===== src/rtl/rp_pkg.sv =====
package rp_pkg;

  //////////////////////////////////////////////////////////////////////
  // Sizes
  //////////////////////////////////////////////////////////////////////

  // Default channel count
  localparam int N_CH = 2;

  // ADC and DAC sample width
  localparam int SMP_W = 14;

  // Gain word, 2.14 fixed point
  localparam int GAIN_W = 16;
  // Gain of 16384 is unity
  localparam int GAIN_FRAC = 14;

  // Default lockout counter width
  localparam int TMR_W = 20;

  //////////////////////////////////////////////////////////////////////
  // Types
  //////////////////////////////////////////////////////////////////////

  // Two's complement sample, raw or calibrated
  typedef logic signed [SMP_W-1:0] sample_t;

  // Pin code, unsigned negative slope
  typedef logic [SMP_W-1:0] code_t;

  // Calibration gain and offset
  typedef logic signed [GAIN_W-1:0] gain_t;
  typedef logic signed [SMP_W-1:0] offset_t;

  // Debouncer states
  // HOLD means lockout after an accepted edge to that level
  typedef enum logic [1:0] {
    DEB_IDLE_LOW,
    DEB_IDLE_HIGH,
    DEB_HOLD_LOW,
    DEB_HOLD_HIGH
  } deb_state_t;

endpackage


===== src/rtl/cal_if.sv =====
`timescale 1ns/1ps

interface cal_if #(
  parameter int NCH = rp_pkg::N_CH
) ();

  import rp_pkg::*;

  // ADC calibration, one pair per channel
  gain_t   [NCH-1:0] adc_mul;
  offset_t [NCH-1:0] adc_sum;

  // DAC calibration, one pair per channel
  gain_t   [NCH-1:0] dac_mul;
  offset_t [NCH-1:0] dac_sum;

  // Config side, filled from top level ports
  modport src (
    output adc_mul,
    output adc_sum,
    output dac_mul,
    output dac_sum
  );

  // Receive side, values are quasi-static
  modport adc_sink (input adc_mul, input adc_sum);
  modport dac_sink (input dac_mul, input dac_sum);

endinterface


===== src/rtl/linear_cal.sv =====
`timescale 1ns/1ps

module linear_cal #(
  parameter int GAIN_FRAC_P = rp_pkg::GAIN_FRAC
) (
  input  logic            adc_clk,
  input  logic            top_rst,
  input  rp_pkg::sample_t dat_i,
  input  logic            vld_i,
  input  rp_pkg::gain_t   mul_i,
  input  rp_pkg::offset_t sum_i,
  output rp_pkg::sample_t dat_o,
  output logic            vld_o
);

  import rp_pkg::*;

  // Full product, then what is left after dropping fraction bits
  localparam int PROD_W = SMP_W + GAIN_W;
  localparam int SHR_W  = PROD_W - GAIN_FRAC_P;
  // One extra bit so offset addition never wraps
  localparam int SUM_W  = SHR_W + 1;
  // Clamp limits of sample_t
  localparam int SAT_HI = 2**(SMP_W-1) - 1;
  localparam int SAT_LO = -(2**(SMP_W-1));

  logic signed [PROD_W-1:0] prod_full;
  logic signed [PROD_W-1:0] prod_shr;
  logic signed [SHR_W-1:0]  prod_q;
  logic                     vld_q;
  logic signed [SUM_W-1:0]  sum_full;

  // Signed multiply, arithmetic shift keeps sign
  assign prod_full = dat_i * mul_i;
  assign prod_shr  = prod_full >>> GAIN_FRAC_P;

  // Stage 1, scaled product
  always_ff @(posedge adc_clk, posedge top_rst) begin
    if (top_rst) begin
      vld_q  <= 1'b0;
      prod_q <= '0;
    end else begin
      vld_q <= vld_i;
      // Upper bits are pure sign extension here
      if (vld_i) prod_q <= prod_shr[SHR_W-1:0];
    end
  end

  assign sum_full = prod_q + sum_i;

  // Stage 2, offset plus clamp
  always_ff @(posedge adc_clk, posedge top_rst) begin
    if (top_rst) begin
      vld_o <= 1'b0;
      dat_o <= '0;
    end else begin
      vld_o <= vld_q;
      if (vld_q) begin
        if (sum_full > SAT_HI)      dat_o <= sample_t'(SAT_HI);
        else if (sum_full < SAT_LO) dat_o <= sample_t'(SAT_LO);
        else                        dat_o <= sum_full[SMP_W-1:0];
      end
    end
  end

endmodule


===== src/rtl/adc_frontend.sv =====
`timescale 1ns/1ps

module adc_frontend #(
  parameter int NCH = rp_pkg::N_CH
) (
  input  logic                      adc_clk,
  input  logic                      top_rst,
  input  rp_pkg::code_t   [NCH-1:0] adc_dat_i,
  input  logic                      digital_loop_i,
  input  rp_pkg::sample_t [NCH-1:0] dac_cal_i,
  cal_if.adc_sink                   cal,
  output rp_pkg::sample_t [NCH-1:0] adc_dat_o,
  output logic            [NCH-1:0] adc_vld_o
);

  import rp_pkg::*;

  // ADC samples every clock, stream goes valid one cycle after reset
  logic raw_vld_q;

  always_ff @(posedge adc_clk, posedge top_rst) begin
    if (top_rst) raw_vld_q <= 1'b0;
    else         raw_vld_q <= 1'b1;
  end

  for (genvar i = 0; i < NCH; i++) begin : gen_ch

    sample_t conv;
    sample_t raw_q;

    // Negative slope code to two's complement
    // MSB kept, rest inverted
    assign conv = {adc_dat_i[i][SMP_W-1], ~adc_dat_i[i][SMP_W-2:0]};

    // Input register, loopback picks the calibrated DAC value
    always_ff @(posedge adc_clk, posedge top_rst) begin
      if (top_rst)             raw_q <= '0;
      else if (digital_loop_i) raw_q <= dac_cal_i[i];
      else                     raw_q <= conv;
    end

    // Gain, offset, saturation
    linear_cal #(
      .GAIN_FRAC_P (GAIN_FRAC)
    ) u_cal (
      .adc_clk (adc_clk),
      .top_rst (top_rst),
      .dat_i   (raw_q),
      .vld_i   (raw_vld_q),
      .mul_i   (cal.adc_mul[i]),
      .sum_i   (cal.adc_sum[i]),
      .dat_o   (adc_dat_o[i]),
      .vld_o   (adc_vld_o[i])
    );

  end : gen_ch

endmodule


===== src/rtl/dac_backend.sv =====
`timescale 1ns/1ps

module dac_backend #(
  parameter int NCH = rp_pkg::N_CH
) (
  input  logic                      adc_clk,
  input  logic                      top_rst,
  input  rp_pkg::sample_t [NCH-1:0] gen_dat_i,
  input  logic            [NCH-1:0] gen_vld_i,
  cal_if.dac_sink                   cal,
  output rp_pkg::sample_t [NCH-1:0] dac_cal_o,
  output rp_pkg::code_t   [NCH-1:0] dac_dat_o,
  output logic            [NCH-1:0] dac_vld_o
);

  import rp_pkg::*;

  // Pin code for sample zero
  localparam code_t CODE_ZERO = {1'b0, {(SMP_W-1){1'b1}}};

  for (genvar i = 0; i < NCH; i++) begin : gen_ch

    logic  cal_vld;
    code_t code_q;
    logic  vld_q;

    // Calibrated sample, also tapped for loopback
    linear_cal #(
      .GAIN_FRAC_P (GAIN_FRAC)
    ) u_cal (
      .adc_clk (adc_clk),
      .top_rst (top_rst),
      .dat_i   (gen_dat_i[i]),
      .vld_i   (gen_vld_i[i]),
      .mul_i   (cal.dac_mul[i]),
      .sum_i   (cal.dac_sum[i]),
      .dat_o   (dac_cal_o[i]),
      .vld_o   (cal_vld)
    );

    // Output register, back to negative slope
    // Code held between strobes
    always_ff @(posedge adc_clk, posedge top_rst) begin
      if (top_rst) begin
        vld_q  <= 1'b0;
        code_q <= CODE_ZERO;
      end else begin
        vld_q <= cal_vld;
        if (cal_vld) code_q <= {dac_cal_o[i][SMP_W-1], ~dac_cal_o[i][SMP_W-2:0]};
      end
    end

    assign dac_dat_o[i] = code_q;
    assign dac_vld_o[i] = vld_q;

  end : gen_ch

endmodule


===== src/rtl/debounce_fsm.sv =====
`timescale 1ns/1ps

module debounce_fsm #(
  parameter int CW = rp_pkg::TMR_W
) (
  input  logic          adc_clk,
  input  logic          top_rst,
  input  logic          gpio_i,
  input  logic [CW-1:0] len_i,
  input  logic          tmr_done_i,
  output logic          tmr_load_o,
  output logic [CW-1:0] tmr_len_o,
  output logic          trg_pos_o,
  output logic          trg_neg_o
);

  import rp_pkg::*;

  logic       sync_q1;
  logic       sync_q2;
  deb_state_t state_q;
  deb_state_t state_nxt;
  logic       pos_nxt;
  logic       neg_nxt;

  //////////////////////////////////////////////////////////////////////
  // Input synchronizer
  //////////////////////////////////////////////////////////////////////

  always_ff @(posedge adc_clk, posedge top_rst) begin
    if (top_rst) begin
      sync_q1 <= 1'b0;
      sync_q2 <= 1'b0;
    end else begin
      sync_q1 <= gpio_i;
      sync_q2 <= sync_q1;
    end
  end

  //////////////////////////////////////////////////////////////////////
  // Edge acceptance
  //////////////////////////////////////////////////////////////////////

  always_comb begin
    state_nxt  = state_q;
    tmr_load_o = 1'b0;
    pos_nxt    = 1'b0;
    neg_nxt    = 1'b0;
    case (state_q)
      DEB_IDLE_LOW: begin
        if (sync_q2) begin
          state_nxt  = DEB_HOLD_HIGH;
          pos_nxt    = 1'b1;
          tmr_load_o = 1'b1;
        end
      end
      DEB_IDLE_HIGH: begin
        if (!sync_q2) begin
          state_nxt  = DEB_HOLD_LOW;
          neg_nxt    = 1'b1;
          tmr_load_o = 1'b1;
        end
      end
      // Lockout over, a pending level change counts right away
      DEB_HOLD_LOW: begin
        if (tmr_done_i && sync_q2) begin
          state_nxt  = DEB_HOLD_HIGH;
          pos_nxt    = 1'b1;
          tmr_load_o = 1'b1;
        end else if (tmr_done_i) begin
          state_nxt = DEB_IDLE_LOW;
        end
      end
      DEB_HOLD_HIGH: begin
        if (tmr_done_i && !sync_q2) begin
          state_nxt  = DEB_HOLD_LOW;
          neg_nxt    = 1'b1;
          tmr_load_o = 1'b1;
        end else if (tmr_done_i) begin
          state_nxt = DEB_IDLE_HIGH;
        end
      end
      default: state_nxt = DEB_IDLE_LOW;
    endcase
  end

  // Zero length would wrap the timer, treat as one cycle
  assign tmr_len_o = (len_i == '0) ? CW'(1) : len_i;

  // State and strobes change on the same edge
  always_ff @(posedge adc_clk, posedge top_rst) begin
    if (top_rst) begin
      state_q   <= DEB_IDLE_LOW;
      trg_pos_o <= 1'b0;
      trg_neg_o <= 1'b0;
    end else begin
      state_q   <= state_nxt;
      trg_pos_o <= pos_nxt;
      trg_neg_o <= neg_nxt;
    end
  end

endmodule


===== src/rtl/hold_timer.sv =====
`timescale 1ns/1ps

module hold_timer #(
  parameter int CW = rp_pkg::TMR_W
) (
  input  logic          adc_clk,
  input  logic          top_rst,
  input  logic          load_i,
  input  logic [CW-1:0] len_i,
  output logic          done_o
);

  logic [CW-1:0] cnt_q;
  logic          busy_q;

  // Load wins over countdown, so back to back lockouts restart cleanly
  always_ff @(posedge adc_clk, posedge top_rst) begin
    if (top_rst) begin
      cnt_q  <= '0;
      busy_q <= 1'b0;
    end else if (load_i) begin
      cnt_q  <= len_i;
      busy_q <= 1'b1;
    end else if (busy_q) begin
      cnt_q <= cnt_q - 1'b1;
      // Count hits zero on this edge
      if (cnt_q == CW'(1)) busy_q <= 1'b0;
    end
  end

  // High in the last lockout cycle, len_i cycles after the load
  assign done_o = busy_q && (cnt_q == CW'(1));

endmodule


===== src/rtl/rp_analog_top.sv =====
`timescale 1ns/1ps

module rp_analog_top #(
  parameter int NCH = rp_pkg::N_CH,
  parameter int CW  = rp_pkg::TMR_W
) (
  input  logic                      adc_clk,
  input  logic                      top_rst,
  // ADC pins
  input  rp_pkg::code_t   [NCH-1:0] adc_dat_i,
  // Generator stream
  input  rp_pkg::sample_t [NCH-1:0] gen_dat_i,
  input  logic            [NCH-1:0] gen_vld_i,
  // Config
  input  logic                      digital_loop_i,
  input  rp_pkg::gain_t   [NCH-1:0] adc_mul_i,
  input  rp_pkg::offset_t [NCH-1:0] adc_sum_i,
  input  rp_pkg::gain_t   [NCH-1:0] dac_mul_i,
  input  rp_pkg::offset_t [NCH-1:0] dac_sum_i,
  // Trigger input and lockout length
  input  logic                      gpio_i,
  input  logic            [CW-1:0]  deb_len_i,
  // Acquisition stream
  output rp_pkg::sample_t [NCH-1:0] adc_dat_o,
  output logic            [NCH-1:0] adc_vld_o,
  // DAC pins
  output rp_pkg::code_t   [NCH-1:0] dac_dat_o,
  output logic            [NCH-1:0] dac_vld_o,
  // Edge triggers
  output logic                      trg_pos_o,
  output logic                      trg_neg_o
);

  import rp_pkg::*;

  // DAC side calibrated samples for loopback
  sample_t [NCH-1:0] dac_cal;

  // Debouncer to lockout timer
  logic          tmr_load;
  logic [CW-1:0] tmr_len;
  logic          tmr_done;

  //////////////////////////////////////////////////////////////////////
  // Calibration values
  //////////////////////////////////////////////////////////////////////

  cal_if #(.NCH (NCH)) cal ();

  assign cal.adc_mul = adc_mul_i;
  assign cal.adc_sum = adc_sum_i;
  assign cal.dac_mul = dac_mul_i;
  assign cal.dac_sum = dac_sum_i;

  //////////////////////////////////////////////////////////////////////
  // Analog paths
  //////////////////////////////////////////////////////////////////////

  adc_frontend #(
    .NCH (NCH)
  ) u_adc (
    .adc_clk        (adc_clk),
    .top_rst        (top_rst),
    .adc_dat_i      (adc_dat_i),
    .digital_loop_i (digital_loop_i),
    .dac_cal_i      (dac_cal),
    .cal            (cal.adc_sink),
    .adc_dat_o      (adc_dat_o),
    .adc_vld_o      (adc_vld_o)
  );

  dac_backend #(
    .NCH (NCH)
  ) u_dac (
    .adc_clk   (adc_clk),
    .top_rst   (top_rst),
    .gen_dat_i (gen_dat_i),
    .gen_vld_i (gen_vld_i),
    .cal       (cal.dac_sink),
    .dac_cal_o (dac_cal),
    .dac_dat_o (dac_dat_o),
    .dac_vld_o (dac_vld_o)
  );

  //////////////////////////////////////////////////////////////////////
  // GPIO trigger
  //////////////////////////////////////////////////////////////////////

  debounce_fsm #(
    .CW (CW)
  ) u_deb (
    .adc_clk    (adc_clk),
    .top_rst    (top_rst),
    .gpio_i     (gpio_i),
    .len_i      (deb_len_i),
    .tmr_done_i (tmr_done),
    .tmr_load_o (tmr_load),
    .tmr_len_o  (tmr_len),
    .trg_pos_o  (trg_pos_o),
    .trg_neg_o  (trg_neg_o)
  );

  hold_timer #(
    .CW (CW)
  ) u_tmr (
    .adc_clk (adc_clk),
    .top_rst (top_rst),
    .load_i  (tmr_load),
    .len_i   (tmr_len),
    .done_o  (tmr_done)
  );

endmodule


===== config.mk =====
export PLATFORM = sky130hd
export DESIGN_NAME = rp_analog_top
export DESIGN_NICKNAME = d
export VERILOG_FILES = /design/src/rtl/rp_pkg.sv /design/src/rtl/cal_if.sv /design/src/rtl/linear_cal.sv /design/src/rtl/adc_frontend.sv /design/src/rtl/dac_backend.sv /design/src/rtl/debounce_fsm.sv /design/src/rtl/hold_timer.sv /design/src/rtl/rp_analog_top.sv
export SDC_FILE = /design/constraint.sdc
export NUM_CORES = 2
export LEC_CHECK = 0
export ABC_CLOCK_PERIOD_IN_PS = 6600
export BUFFER_PORTS_ARGS = -buffer_cell sky130_fd_sc_hd__buf_2
export CAP_MARGIN = 0
export CORE_UTILIZATION = 58
export DETAILED_ROUTE_END_ITERATION = 10
export PLACE_DENSITY_LB_ADDON = 0.1
export RECOVER_POWER = 50
export SLEW_MARGIN = 15
export SYNTH_ARGS = -nofsm -noshare
export SYNTH_HDL_FRONTEND = slang
export SYNTH_HIERARCHICAL = 1
export SYNTH_SLANG_ARGS = --single-unit

===== constraint.sdc =====
create_clock -name adc_clk -period 6.6 [get_ports adc_clk]
set_clock_uncertainty 0.05 [all_clocks]
set_input_delay 0.66 -clock adc_clk [delete_from_list [all_inputs] [get_ports adc_clk]]
set_output_delay 0.66 -clock adc_clk [all_outputs]
set_load 0.01 [all_outputs]

==> impl_metrics.tcl <==
set metrics [dict create \
    status "complete, but fails checks" \
    violations "max-capacitance violations, max-slew violations" \
    hpwl_um 90400 \
    final_common_cell "inv_1" \
    startpoint "u_adc/gen_ch[0].raw_q[2]" \
    max_freq_ghz 0.157 \
    initial_core_util 0.588 \
    cts_buffer_depth 3 \
    cts_tree "done" \
    cp_max_fo 10 \
    setup_ws_ns 0.248 \
    met1_usage 0.396 \
    synth_top_area_share 0.399 \
    ant_nets 0 \
    area_growth_pct 8.08 \
    fp.dieArea_um2 76900 \
    synth_async_sr_flop_share 1.00 \
    post-route-drc-count 0 \
    avgViaCountPerCell 5.42 \
    yosys-top-cells-area "fa_1 40%, dfrtp_1 11%, ha_1 9.6%" \
    grt_pass1_vias 33953 \
    startpoint_type "register" \
    first_pass_iters 5 \
    crit_type "register to register" \
    max_stage_delay_ns 0.56 \
    drive_above_1_share 0.115 \
    routed_wl_um 107000 \
    tns_ns 0 \
    ctsHoldBuffers 0 \
    worstPathCellList "buf_4, and2_1, fa_1, inv_1, fa_1, inv_1, fa_1, fa_1, fa_1, fa_1, ha_1, a211oi_1, o22ai_1, a311oi_4, o21ai_2, a211o_1, and2_1, xor2_1, mux2_2" \
    cp-end-kind "register" \
    grt_pass1_wl_um 176000 \
    antenna_found_initial 13 \
    gr-usage-met2 0.480 \
    syn-num-nets 6055 \
    synth_cell_type_count 110 \
    drv_cap 5 \
    crit_slowest_cell "dfrtp_1" \
    fin_crit_sh 0.962 \
    wl_per_cell_um 18.3 \
    seq_area_frac_synth 0.123 \
    synth-edff-count 0 \
    reg2reg_from "u_adc/gen_ch[0].raw_q[2]" \
    numCtsBuffers 26 \
    yosys_warnings 6 \
    clk_pin_slew_ns 0.06 \
    syn_area_um2 43900 \
    clock_sinks 214 \
    coreArea_um2 74700 \
    cts_root_buf "clkbuf_16" \
    met3_usage 0.0508 \
    layout_common_cells "990 x inv_1, 875 x fa_1, 478 x and2_1" \
    pre_cts_ws_ns 0.0155 \
    setup-violations-final 0 \
    dieHeight_um 277 \
    worst_pin_slew_ns 2.02 \
    nets 6283 \
    finalHoldViolations 0 \
    yosysTopAreaCell "fa_1" \
    hp-start "gpio_i" \
    gr-max-usage-layer "met2" \
    grt_start_max_net_pins 53 \
    rsz0062_at_grt "no" \
    drt_iter0_drc 1639 \
    ys_ff_latch 214 \
    synthCells 4639 \
    h-tree-depth 1 \
    grt_usage 0.289 \
    slew_violations 182 \
    gp_congestion 0.902 \
    max_slew_margin -0.349 \
    die_x_um 277 \
    port_buffers 263 \
    overflow 0 \
    critical_path_required_ns 6.99 \
    min_path_type "primary input to register" \
    clock_latency_ns 0.56 \
    row_count 100 \
    synth_ff_type "dfrtp_1" \
    ioPinCount 264 \
    avgSynthCellArea_um2 9.47 \
    period_needed_ns 6.35 \
    crit_top_cell "fa_1" \
    vias 31745 \
    cp.arrival_ns 6.74 \
]
-- critical path, delay by kind of cell, from the launching register on --
| family | cells | cell delay, ns |
|---|---|---|
| multiplexers | 1 | 0.26 |
| XOR/XNOR | 1 | 0.13 |
| buffers and inverters | 3 | 0.38 |
| flip-flops | 1 | 0.56 |
| adder cells (fa/ha/maj) | 7 | 3.34 |
| AND/OR/NAND/NOR | 2 | 0.32 |
| AO/OA/AOI/OAI | 5 | 1.18 |
-- layout make-up --
cell class,count,area (um2)
fillers,6352,27200
inverters,990,3720
well taps,969,1210
clock inverters,11,134
multi-input cells,3249,34000
repair buffers,386,2270
flip-flops and latches,214,5390
diodes,4,10.0
clock buffers,37,743
-- synth_stat cells, types with 7 or more instances --
| cell | number |
|---|---|
| and3_1 | 11 |
| nand4_1 | 21 |
| and2_1 | 478 |
| nand2_1 | 452 |
| o21ai_1 | 34 |
| clkbuf_1 | 152 |
| dfrtp_1 | 188 |
| ha_1 | 338 |
| a221o_1 | 12 |
| o21ai_0 | 96 |
| or4_1 | 7 |
| nand3_1 | 33 |
| nand2b_1 | 14 |
| mux2_2 | 43 |
| nor2_1 | 165 |
| xnor2_1 | 95 |
| inv_1 | 990 |
| nor3b_1 | 7 |
| o21a_1 | 20 |
| or3_1 | 11 |
| a31oi_1 | 16 |
| o22ai_1 | 7 |
| xor2_1 | 41 |
| or2_2 | 9 |
| o31ai_1 | 21 |
| a21oi_1 | 118 |
| nor3_1 | 23 |
| fa_1 | 876 |
| buf_1 | 9 |
| a21o_1 | 44 |
| buf_6 | 10 |
| o21bai_1 | 17 |
| dfstp_2 | 26 |
| o311ai_1 | 7 |
| nand3b_1 | 11 |
| nor2b_1 | 22 |
| nor4_1 | 13 |
| mux2i_1 | 22 |
| a211oi_1 | 31 |
| a21oi_2 | 14 |
-- logic make-up after synthesis --
kind of cell,share of synthesized area
buffers and inverters,0.104
muxes,0.0171
and+or+nand+nor,0.153
adders and majority gates,0.495
other,0.0000853
xor gates and xnor gates,0.0275
DFF,0.123
AOI/OAI and AO/OA,0.0811
-- through the flow --
stage          hold WS [ns]  std cells  cell area [um2]  utilization
3_5_place_dp          0.287       5808            46600        0.624
6_report              0.168       5860            47500        0.636
2_1_floorplan         0.281       4639            44000            -
5_1_grt               0.149       5859            47500        0.636
4_1_cts               0.139       5856            47500        0.636
3_3_place_gp          0.286       5808            46600        0.624
-- path summary, 6_finish.rpt --
check,to,slack (ns),depth (start not counted)
min,u_deb/sync_q1,0.17,1
min reg2reg,u_deb/sync_q2,0.31,0
max,u_adc/gen_ch[0].u_cal/prod_q[8],0.25,19
max in group asynchronous,u_adc/gen_ch[0].raw_q[10],4.18,3
max reg2reg,u_adc/gen_ch[0].u_cal/prod_q[8],0.25,19
min in group asynchronous,u_deb/trg_pos_o,0.51,2
-- repair_timing --
action | CTS | global route
gates resized for setup | 0 | 6
buffers inserted | 0 | 0
endpoints found under the setup margin | 0 | 9
-- sequential cells by signal (all words and copies together), names as in the netlist --
register / count
u_dac/gen_ch.u_cal/vld_o: 2
u_adc/gen_ch.u_cal/prod_q: 32
u_tmr/cnt_q: 20
u_dac/gen_ch.code_q: 28
u_deb/trg_neg_o: 1
u_dac/gen_ch.u_cal/vld_q: 2
u_adc/gen_ch.u_cal/vld_o: 2
u_dac/gen_ch.u_cal/prod_q: 32
u_deb/sync_q1: 1
u_adc/gen_ch.u_cal/vld_q: 2
u_deb/sync_q2: 1
u_tmr/busy_q: 1
u_dac/gen_ch.u_cal/dat_o: 28
u_deb/state_q: 2
u_adc/gen_ch.raw_q: 28
u_dac/gen_ch.vld_q: 2
u_adc/gen_ch.u_cal/dat_o: 28
u_adc/raw_vld_q: 1
u_deb/trg_pos_o: 1
-- metal layers --
layer  wire length, um  vias up
li1                  -    14686
met1             46900    16084
met2             51000      810
met3              6760      151
met5                82        -
met4              2630       14
Power is left out: the tool's default activity adds up to more than one toggle a clock period on the data nets, which glitch-free logic cannot reach.
